File: src/hw/wiscPkg.sv
// WISC core package with widths, opcode and control encodings and the instruction word views
package wiscPkg;

    localparam int wordW     = 16;                  // Data and instruction width
    localparam int regAddrW  = 3;                   // Eight registers
    localparam int imemDepth = 256;                 // Instruction memory words
    localparam int dmemDepth = 256;                 // Data memory words
    localparam int imemAddrW = $clog2(imemDepth);   // Word index into instruction memory
    localparam int dmemAddrW = $clog2(dmemDepth);   // Word index into data memory

    // Opcodes in instr[15:11]
    localparam logic [4:0] opHalt  = 5'b00000;
    localparam logic [4:0] opNop   = 5'b00001;
    localparam logic [4:0] opSiic  = 5'b00010;      // Runs as nop here
    localparam logic [4:0] opRti   = 5'b00011;      // Runs as nop here
    localparam logic [4:0] opJ     = 5'b00100;
    localparam logic [4:0] opJr    = 5'b00101;
    localparam logic [4:0] opJal   = 5'b00110;
    localparam logic [4:0] opJalr  = 5'b00111;
    localparam logic [4:0] opAddi  = 5'b01000;
    localparam logic [4:0] opSubi  = 5'b01001;
    localparam logic [4:0] opXori  = 5'b01010;
    localparam logic [4:0] opAndni = 5'b01011;
    localparam logic [4:0] opBeqz  = 5'b01100;
    localparam logic [4:0] opBnez  = 5'b01101;
    localparam logic [4:0] opBltz  = 5'b01110;
    localparam logic [4:0] opBgez  = 5'b01111;
    localparam logic [4:0] opSt    = 5'b10000;
    localparam logic [4:0] opLd    = 5'b10001;
    localparam logic [4:0] opSlbi  = 5'b10010;
    localparam logic [4:0] opStu   = 5'b10011;
    localparam logic [4:0] opRoli  = 5'b10100;
    localparam logic [4:0] opSlli  = 5'b10101;
    localparam logic [4:0] opRori  = 5'b10110;
    localparam logic [4:0] opSrli  = 5'b10111;
    localparam logic [4:0] opLbi   = 5'b11000;
    localparam logic [4:0] opBtr   = 5'b11001;
    localparam logic [4:0] opShfR  = 5'b11010;      // ROL SLL ROR SRL by func
    localparam logic [4:0] opAluR  = 5'b11011;      // ADD SUB XOR ANDN by func
    localparam logic [4:0] opSeq   = 5'b11100;
    localparam logic [4:0] opSlt   = 5'b11101;
    localparam logic [4:0] opSle   = 5'b11110;
    localparam logic [4:0] opSco   = 5'b11111;

    // ALU operations share the opcode values
    localparam logic [4:0] aluAdd  = opAddi;
    localparam logic [4:0] aluSub  = opSubi;        // B minus A
    localparam logic [4:0] aluXor  = opXori;
    localparam logic [4:0] aluAndn = opAndni;
    localparam logic [4:0] aluRol  = opRoli;
    localparam logic [4:0] aluSll  = opSlli;
    localparam logic [4:0] aluRor  = opRori;
    localparam logic [4:0] aluSrl  = opSrli;
    localparam logic [4:0] aluSlbi = opSlbi;
    localparam logic [4:0] aluLbi  = opLbi;
    localparam logic [4:0] aluBtr  = opBtr;
    localparam logic [4:0] aluShfR = opShfR;
    localparam logic [4:0] aluAluR = opAluR;
    localparam logic [4:0] aluSeq  = opSeq;
    localparam logic [4:0] aluSlt  = opSlt;
    localparam logic [4:0] aluSle  = opSle;
    localparam logic [4:0] aluSco  = opSco;

    // Immediate select is sign bit then size
    localparam logic [2:0] immZ5  = 3'b000;
    localparam logic [2:0] immZ8  = 3'b001;
    localparam logic [2:0] immS5  = 3'b100;
    localparam logic [2:0] immS8  = 3'b101;
    localparam logic [2:0] immS11 = 3'b110;

    localparam logic [1:0] destRs  = 2'b00;
    localparam logic [1:0] destRdR = 2'b01;
    localparam logic [1:0] destR7  = 2'b10;
    localparam logic [1:0] destRdI = 2'b11;

    localparam logic [1:0] wbAlu  = 2'b00;
    localparam logic [1:0] wbMem  = 2'b01;
    localparam logic [1:0] wbLink = 2'b10;          // PC+2 for JAL and JALR

    typedef struct packed {
        logic [4:0] opcode;
        logic [2:0] rs;
        logic [2:0] rt;
        logic [2:0] rd;
        logic [1:0] func;
    } rFmt_s;

    typedef struct packed {
        logic [4:0] opcode;
        logic [2:0] rs;
        logic [2:0] rd;
        logic [4:0] imm;
    } i1Fmt_s;

    typedef struct packed {
        logic [4:0] opcode;
        logic [2:0] rs;
        logic [7:0] imm;
    } i2Fmt_s;

    typedef struct packed {
        logic [4:0]  opcode;
        logic [10:0] disp;
    } jFmt_s;

    typedef union packed {
        rFmt_s  rFmt;
        i1Fmt_s i1Fmt;
        i2Fmt_s i2Fmt;
        jFmt_s  jFmt;
    } instrWord_u;

endpackage
File: src/hw/aluUnit.sv
// Sixteen bit ALU for arithmetic, logic, shift, rotate, compare and byte loads with Rs flags
`timescale 1ns/100ps

module aluUnit (
    input  logic [wiscPkg::wordW-1:0] opA,      // Always Rs
    input  logic [wiscPkg::wordW-1:0] opB,      // Rt or the extended immediate
    input  logic [4:0]                aluOp,
    input  logic [1:0]                func,
    output logic [wiscPkg::wordW-1:0] result,
    output logic                      zeroFlag,
    output logic                      signFlag
);
    import wiscPkg::*;

    logic [4:0]         effOp;
    logic [3:0]         shAmt;
    logic [2*wordW-1:0] rolWide;
    logic [2*wordW-1:0] rorWide;
    logic [wordW:0]     sum;
    logic [wordW-1:0]   revA;
    logic               opKnown;

    // R-format groups fold onto the matching I-format codes by func
    always_comb begin
        unique case (aluOp)
            aluAluR: effOp = {aluAdd[4:2], func};
            aluShfR: effOp = {aluRol[4:2], func};
            default: effOp = aluOp;
        endcase
    end

    assign shAmt   = opB[3:0];                  // Only the low nibble counts
    assign rolWide = {opA, opA} << shAmt;
    assign rorWide = {opA, opA} >> shAmt;
    assign sum     = {1'b0, opA} + {1'b0, opB}; // Carry kept for SCO

    always_comb begin
        for (int i = 0; i < wordW; i++) begin
            revA[i] = opA[wordW-1-i];           // BTR bit reversal
        end
    end

    always_comb begin
        opKnown = 1'b1;
        unique case (effOp)
            aluAdd:  result = sum[wordW-1:0];
            aluSub:  result = opB - opA;
            aluXor:  result = opA ^ opB;
            aluAndn: result = opA & ~opB;
            aluRol:  result = rolWide[2*wordW-1:wordW];
            aluSll:  result = opA << shAmt;
            aluRor:  result = rorWide[wordW-1:0];
            aluSrl:  result = opA >> shAmt;
            aluSeq:  result = wordW'(opA == opB);
            aluSlt:  result = wordW'($signed(opA) < $signed(opB));
            aluSle:  result = wordW'($signed(opA) <= $signed(opB));
            aluSco:  result = wordW'(sum[wordW]);
            aluBtr:  result = revA;
            aluLbi:  result = opB;
            aluSlbi: result = (opA << 8) | opB;
            default: begin
                result  = '0;
                opKnown = 1'b0;
            end
        endcase
        assert (opKnown) else $error("ALU given an operation it does not implement");
    end

    assign zeroFlag = (opA == '0);              // Branch conditions test Rs
    assign signFlag = opA[wordW-1];

endmodule

File: config.mk
export PLATFORM = sky130hd
export DESIGN_NAME = aluUnit
export DESIGN_NICKNAME = d
export VERILOG_FILES = /design/src/hw/wiscPkg.sv /design/src/hw/aluUnit.sv
export SDC_FILE = /design/constraint.sdc
export NUM_CORES = 1
export LEC_CHECK = 0
export ABC_AREA = 1
export BUFFER_PORTS_ARGS = -buffer_cell sky130_fd_sc_hd__buf_2
export CORE_ASPECT_RATIO = 0.6
export CORE_UTILIZATION = 44
export DETAILED_ROUTE_END_ITERATION = 7
export PLACE_DENSITY = 0.71
export SLEW_MARGIN = 0
export SYNTH_ARGS = -nofsm -noshare
export SYNTH_HDL_FRONTEND = slang
export SYNTH_SLANG_ARGS = --single-unit
File: constraint.sdc
create_clock -name vclk -period 5.25
set_clock_uncertainty 0.05 [all_clocks]
set_input_delay 0.7875 -clock vclk [all_inputs]
set_output_delay 0.7875 -clock vclk [all_outputs]
set_load 0.005 [all_outputs]
# Word-level counts from Yosys, hierarchy flattened
# Index checks and enable logic that the tools add are counted.
dict set report op_classes {
  n_addsub 2
  n_mul 0
  n_div 0
  order_cmp 2
  eq_ne 18
  shifts 4
  n_mux 2
  bitwise 4
  n_reduce_logical 1
}
# op count
set op_table {}
lappend op_table {{one-hot mux 16 bit (15 select lines)} 1}
lappend op_table {{== test 5 bit, second input constant} 13}
lappend op_table {{left shift 32 x 4 -> 32 bit} 1}
lappend op_table {{right shift 32 x 4 -> 16 bit} 1}
lappend op_table {{== test 5 x 4 -> 1 bit, second input constant} 4}
lappend op_table {{adder 16 x 16 -> 17 bit} 1}
lappend op_table {{AND 16 bit} 1}
lappend op_table {{== test 16 bit} 1}
lappend op_table {{less-or-equal comparator 16 bit} 1}
lappend op_table {{logical NOT 16 bit} 1}
lappend op_table {{< comparator 16 bit} 1}
lappend op_table {{NOT 16 bit} 1}
lappend op_table {{OR 16 bit} 1}
lappend op_table {{left shift 16 x 4 -> 16 bit} 1}
lappend op_table {{right shift 16 x 4 -> 16 bit} 1}
lappend op_table {{subtractor 16 bit} 1}
lappend op_table {{XOR 16 bit} 1}
lappend op_table {{one-hot mux 5 bit (2 select lines)} 1}
dict set report totals {
  ff_bits 0
  latch_bits 0
  ramBits 0
  romBits 0
  inputBits 39
  word_cells 33
  memories 0
}

# Depth between registers and ports, before layout
# Gate-level depths: netlist of the first run.
dict set report depth {
  word_depth 4
  depth_mapped 16
  mapped_depth_nobuf 15
}

# Worst setup path after synthesis of the first run
# Ideal clock, no wire load.
dict set report synth_timing {
  path_kind {input to output}
  start {input port opB[0] in the netlist's numbering}
  end {output port result[10] in the netlist's numbering}
  arrival_time_ps 2512
  t_required_ps 4413
  path_slack_ps 1900
  cell_stages 15
  path_cell_list {inv_1 -> buf_2 -> ha_1 -> inv_1 -> fa_1 -> inv_1 -> o21ai_0 -> nand2_1 -> nand2_1 -> nand2_1 -> nand3_1 -> nand3_1 -> o21ai_0 -> nor2_1 -> nand3_1}
}
dict set report synth_via {
  elab_chain_len 2
  word_cells_on_any_way 7
}
# item line
set synth_lines {}
lappend synth_lines {{start: declaration} aluUnit.sv:6} ;# input logic [wiscPkg::wordW-1:0] opB,
lappend synth_lines {{subtractor 16 bit (tied with other cells)} aluUnit.sv:47} ;# aluSub: result = opB - opA;
lappend synth_lines {{one-hot mux 16 bit (15 select lines) (*)} aluUnit.sv:45} ;# unique case (effOp)
lappend synth_lines {{end: declaration} aluUnit.sv:9} ;# output logic [wiscPkg::wordW-1:0] result,
# Every way passes the cells marked *; elsewhere a longest branch is shown, timed or not.

# Worst setup path in the final report of the first run
# Same ends and word-level chain as after synthesis.

==> impl_metrics.ini, run 1 <==
[run_status]
run_status = complete, no violations

[worst_setup_path]
cp-start-kind = input port
cp.arrival_ns = 3.58
path_class = in2out
critPathRequiredTime_ns = 4.41
worstPathMaxFanout = 14
cp-end-kind = output pin

[global_routing]
grt_antenna_before_repair = 0
grt.total_usage = 0.394
grt_pass1_wl_um = 35900
grt_max_degree = 43
grt_pass1_vias = 6182
grt-ovfl-total = 0

[sta]
finalSetupViolCount = 0
slew_viol_final = 0
whs_ns = 1.83
hold_viol_final = 0
timing.fmax_ghz = 0.226
slew_headroom = 0.482
setup_ws_ns = 0.834
min_period_ns = 4.42
fin_crit_sh = 0.841
worst_pin_slew_ns = 0.776
rsz0062_at_grt = false
setup_tns_ns = 0

[route]
drt-vias-per-instance = 6.10
drcViolationCount = 0
drt_pre_antenna_iters = 6
drt_iter0_markers = 1147
post_drt_wl_per_cell_um = 19.8
wl_um = 23500
detail-route-antenna-nets = 0
vias = 7235

[yosys]
synth.distinct_cells = 39
post_synth_instance_area_um2 = 4990
synth_top_cell_by_area = nand2_1
ys_warn_count = 0
yosys-top-cells-area = nand2_1 25%, nand3_1 14%, ha_1 12%
avgSynthCellArea_um2 = 4.87
seq_area_frac_synth = 0
synth_common_cells = 336 x nand2_1, 141 x nand3_1, 134 x nor2_1
syn_inst = 1023
yosysTopAreaCellShare = 0.253
synth.most_common_cell = nand2_1
syn-num-nets = 1111

[cells_and_area]
seq_cells = 0
regArea_um2 = 0
n_antenna_cell = 0
area_growth_pct = 6.52
drive_gt1_frac = 0.0935
fin_nets = 1138
n_clock_buffer = 0
stdcell_count = 1187
final_util = 0.493

[die]
initial_core_util = 0.463
rows = 29
die-area_um2 = 11800
chipWidth_um = 139
core_area_um2 = 10800
die_y_um = 84.5
io_pins = 57

[place]
dp.cells = 1187
portBuffers = 57
globalplace.congestion = 1.17
dp_slack_ns = 0.954
dp_hpwl_um = 19400

[cts]
cts.repair.resized = 0
post_cts_buffers = 0
holdBufCountCts = 0

[power_and_ir_drop]
internal-power_uw = 156
p_per_area_nw_per_um2 = 102
p_sw_frac = 0.712
power_frac_seq = 0
p_sw_uw = 386
ir_drop_v = 0.0000444
power.share.clock = 0
p_leak_uw = 0.00291
share_comb_of_total_power = 1.000

[job]
cap_violations = 0

[min_path]
hp-class = in2out
-- stage by stage --
stage          cell area (um2)  total power, uW
2_1_floorplan             4990              338
3_3_place_gp              5310              514
3_5_place_dp              5310              510
6_report                  5310              542
5_1_grt                   5310              589
4_1_cts                   5310              513
-- cell usage in the layout, fill, tap and decap left out, drive strengths merged --
cell type and n:
a21o 1, a21oi 56, a22oi 1, a31oi 2, buf 66, clkinv 1
fa 2, ha 47, inv 103, mux2i 1, nand2 347, nand3 144
nand3b 7, nand4 18, nor2 142, nor3 7, nor4 1, o211ai 5
o21a 2, o21ai 74, o21bai 4, o221ai 2, o22ai 7, or2 5
xor2 3
-- routing by layer --
layer	routed length, um	up-vias	track usage
li1	-	3393	-
met5	99	-	0.0648
met3	4430	47	0.148
met2	8260	623	0.513
met4	358	4	0.0465
met1	10300	3168	0.597
-- path summary, 6_finish.rpt --
check  slack, ns         end     from  cells after the start
max         0.83  result[10]   opB[0]                     17
min         1.83    signFlag  opA[15]                      2
-- layout make-up --
type	instances	area [um2]
Fill cell	1240	5470
Multi-Input combinational cell	878	4390
Inverter	104	390
Timing Repair Buffer	66	353
Tap cell	139	174
-- critical path, cell delays in order --
cell and delay, ns:
buf_2 0.10, inv_1 0.36, ha_1 0.27, inv_1 0.15, fa_1 0.44, inv_1 0.09, o21ai_0 0.11, buf_4 0.18
nand2_1 0.06, nand2_1 0.11, nand2_1 0.10, nand3_1 0.06, nand3_1 0.10, o21ai_0 0.16, nor2_1 0.23, nand3_1 0.11
buf_2 0.15
-- power groups by stage --
stage / sequential [uW] / clock, uW / combinational, uW
final: 0 / 0 / 542
after global routing: 0 / 0 / 589
after CTS: 0 / 0 / 513
after detailed placement: 0 / 0 / 510
after global placement: 0 / 0 / 514
after floorplan: 0 / 0 / 338
-- kinds of logic (layout without fill, tap and decap cells) --
family | Yosys count | in the layout | share of synthesized area
adder cells (fa/ha/maj) | 49 | 49 | 0.126
XOR/XNOR | 3 | 3 | 0.00527
multiplexers | 1 | 1 | 0.00201
AO/OA/AOI/OAI | 154 | 154 | 0.166
AND/OR/NAND/NOR | 671 | 671 | 0.582
buffers and inverters | 145 | 170 | 0.119
(Power assumes the default switching activity.)
==> run 2, diff against run 1 <==
- PLACE_DENSITY: 0.71 -> 0.73
- clock period: 5.25 -> 3.71 ns (I/O delays scaled with it)
==> impl_metrics.ini, run 2 (synthesis gave the netlist of run 1 again) <==
[power_and_ir_drop]
p_per_area_nw_per_um2 = 144
share_comb_of_total_power = 1.000
power_frac_seq = 0
p_sw_uw = 553
p_sw_frac = 0.697
power.share.clock = 0
p_leak_uw = 0.00302
internal-power_uw = 240
ir_drop_v = 0.0000575
power_uw = 793

[cells_and_area]
area_growth_pct = 10.1
n_antenna_cell = 0
drive_gt1_frac = 0.114
final_cell_mix = 336 x nand2_1, 141 x nand3_1, 134 x nor2_1, 99 x inv_1, 71 x o21ai_0
seq_cells = 0
layout_commonest_cell = nand2_1
regArea_um2 = 0
n_clock_buffer = 0
stdcell_count = 1211
fin_nets = 1162

[worst_setup_path]
slowest_stage = ha_1
crit_top_cell = nand2_1
worstPathMaxFanout = 7
cp_cell_sequence = buf_2 -> inv_1 -> ha_1 -> inv_1 -> a21oi_1 -> nand2_1 -> nor2_1 -> nand3_1 -> nand3_1 -> nand2_1 -> nor2_1 -> nand2_1 -> buf_2
cp-start-kind = input port
cp-end-kind = output pin
path_class = in2out
critPathRequiredTime_ns = 3.10
slowest_delay_ns = 0.42
cp.arrival_ns = 2.89

[min_path]
hp-class = in2out

[route]
drt_pre_antenna_iters = 6
vias = 7245
drt-vias-per-instance = 5.98
post_drt_wl_per_cell_um = 19.8
detail-route-antenna-nets = 0
drt_iter0_markers = 1096
wl_um = 24000
drcViolationCount = 0

[sta]
rsz0062_at_grt = false
timing.fmax_ghz = 0.286
slew_viol_final = 0
fin_crit_sh = 0.944
slew_headroom = 0.582
setup_tns_ns = 0
worst_pin_slew_ns = 0.622
hold_viol_final = 0
finalSetupViolCount = 0
min_period_ns = 3.50

[global_routing]
grt_pass1_wl_um = 36100
grt_antenna_before_repair = 1
grt_pass1_vias = 6288
grt_max_degree = 43
grt.total_usage = 0.401
grt-ovfl-total = 0

[die]
die_y_um = 84.5
initial_core_util = 0.463
rows = 29
io_pins = 57
chipWidth_um = 139
core_area_um2 = 10800
die-area_um2 = 11800

[run_status]
run_status = complete, no violations

[place]
dp.cells = 1211
dp_hpwl_um = 19900
globalplace.congestion = 1.11
portBuffers = 57

[job]
cap_violations = 0

[cts]
holdBufCountCts = 0
cts.repair.resized = 0
post_cts_buffers = 0
==> run 2: cell count changes in the layout (fill, tap and decap cells not counted), sizes merged <==
cell	delta
buf	+24
==> run 2: metal layers <==
layer / vias to the layer above / global-route usage / share of wire
met3: 40 / 0.180 / 0.19
met4: 0 / 0.0758 / 0.020
met5: - / 0 / 0
li1: 3442 / - / -
met1: 3185 / 0.583 / 0.43
met2: 578 / 0.524 / 0.36
==> run 2: path summary, 6_finish.rpt <==
path     from    endpoint  cells past startpoint
min   opA[15]    signFlag                      2
max   opA[14]  result[15]                     13
==> run 2: final cells by class <==
class                           count  area [um2]
Inverter                          104         390
Multi-Input combinational cell    878        4390
Tap cell                          139         174
Fill cell                        1239        5290
Timing Repair Buffer               90         533
==> run 2: power groups by stage <==
stage          registers [uW]  logic (uW)  clock network (uW)
5_1_grt                     0         860                   0
3_3_place_gp                0         749                   0
2_1_floorplan               0         479                   0
4_1_cts                     0         753                   0
6_report                    0         793                   0
3_5_place_dp                0         750                   0
==> run 2: metrics by stage <==
stage / hold WS [ns] / instance area (um2) / util / setup slack, ns
after global placement: 1.37 / 5490 / 0.510 / 0.356
after detailed placement: 1.37 / 5490 / 0.510 / 0.357
after floorplan: 1.14 / 4990 / - / 0.822
after global routing: 1.37 / 5490 / 0.510 / 0.00610
final: 1.38 / 5490 / 0.510 / 0.209
after CTS: 1.37 / 5490 / 0.510 / 0.329
==> run 2: worst max-delay path: cells and delay by family <==
family	cells	cell delay, ns
adder cells (fa/ha/maj)	1	0.42
AO/OA/AOI/OAI	1	0.42
AND/OR/NAND/NOR	7	0.76
buffers and inverters	4	0.74
==> run 3, diff against run 2 <==
- PLACE_DENSITY: 0.73 -> 0.65
==> impl_metrics.ini, run 3 (synthesis gave the netlist of run 1 again) <==
[run_status]
run_status = complete, no violations

[worst_setup_path]
crit_path_start = opA[2]
cp.arrival_ns = 2.93
critPathRequiredTime_ns = 3.10
cp-end-kind = output pin
cp-start-kind = input port
path_class = in2out
worstPathMaxFanout = 9

[die]
die_y_um = 84.5
die-area_um2 = 11800
core_area_um2 = 10800
chipWidth_um = 139
rows = 29
initial_core_util = 0.463
io_pins = 57

[power_and_ir_drop]
ir_drop_v = 0.0000651
p_per_area_nw_per_um2 = 144
share_comb_of_total_power = 1.000
p_leak_uw = 0.00307
p_sw_frac = 0.688
power.share.clock = 0
power_frac_seq = 0
p_sw_uw = 552
internal-power_uw = 250

[sta]
min_period_ns = 3.54
hold_viol_final = 0
slew_viol_final = 0
rsz0062_at_grt = false
setup_ws_ns = 0.173
slew_headroom = 0.687
finalSetupViolCount = 0
worst_pin_slew_ns = 0.469
fin_crit_sh = 0.953
timing.fmax_ghz = 0.283
setup_tns_ns = 0

[cells_and_area]
finalInstanceArea_um2 = 5580
seq_cells = 0
fin_nets = 1173
layout_commonest_cell = nand2_1
drive_gt1_frac = 0.124
area_growth_pct = 11.8
n_antenna_cell = 0
fillers = 1240
final_cell_mix = 336 x nand2_1, 141 x nand3_1, 134 x nor2_1, 99 x inv_1, 71 x o21ai_0
regArea_um2 = 0
n_clock_buffer = 0
final_util = 0.517

[job]
cap_violations = 0

[place]
portBuffers = 57
dp_hpwl_um = 20400
globalplace.congestion = 1.11
dp_slack_ns = 0.214
placed_area_um2 = 5570

[route]
drcViolationCount = 0
drt_iter0_markers = 936
post_drt_wl_per_cell_um = 19.9
vias = 7249
drt-vias-per-instance = 5.93
detail-route-antenna-nets = 0
drt_pre_antenna_iters = 6
wl_um = 24300

[global_routing]
grt-ovfl-total = 0
grt.total_usage = 0.409
grt_pass1_wl_um = 36600
grt_pass1_vias = 6154
grt_max_degree = 42
grt_antenna_before_repair = 0

[min_path]
hold_start = opA[15]
hp-class = in2out
min_to = signFlag
worstHoldPathCells = 2

[cts]
holdBufCountCts = 0
-- run 3: worst max-delay path: stages --
cell and delay (ns):
buf_2 0.22, inv_1 0.15, ha_2 0.45, nand2_1 0.11, o21ai_0 0.22, buf_4 0.18, nand2_1 0.05, nand2_1 0.13
nand2_1 0.09, nand2_1 0.06, nand2_1 0.05, nand3_1 0.06, o21ai_0 0.11, buf_4 0.15, nor2_1 0.11, nand3_1 0.10
buf_2 0.14
-- run 3: power groups by stage --
| stage | combinational, uW | sequential (uW) | clock, uW |
|---|---|---|---|
| floorplan | 479 | 0 | 0 |
| global placement | 770 | 0 | 0 |
| detailed placement | 763 | 0 | 0 |
| CTS | 767 | 0 | 0 |
| global route | 873 | 0 | 0 |
| finish | 802 | 0 | 0 |
-- run 3: repair_timing --
item | in CTS | in global routing
resized for setup | 0 | 1
endpoints found under the hold margin | 0 | 0
setup endpoints to repair | 0 | 2
setup buffers | 0 | 0
-- run 3: area by class of cell --
| cell class | count | area, um2 | area share |
|---|---|---|---|
| Multi-Input combinational cell | 878 | 4400 | 0.788 |
| Tap cell | 139 | 174 | 0.0312 |
| Inverter | 104 | 390 | 0.0700 |
| Timing Repair Buffer | 101 | 616 | 0.110 |
-- run 3: layer usage --
layer	vias to the layer above	wire length, um	GRT usage
met1	3248	11200	0.629
met4	0	493	0.0798
met3	34	3970	0.123
met5	-	0	0
li1	3462	-	-
met2	505	8650	0.539
-- run 3: through the flow --
step                      cells  hold WS (ns)  power, uW
after floorplan            1023          1.14        479
after global placement     1222          1.37        770
after detailed placement   1222          1.37        763
after CTS                  1222          1.37        767
after global routing       1222          1.38        873
final                      1222          1.37        802
-- run 3: how the worst max path moves through the flow --
stage,end
finish,result[10]
global route,result[10]
CTS,result[10]
detailed placement,result[10]
global placement,result[13]
floorplan,result[10]
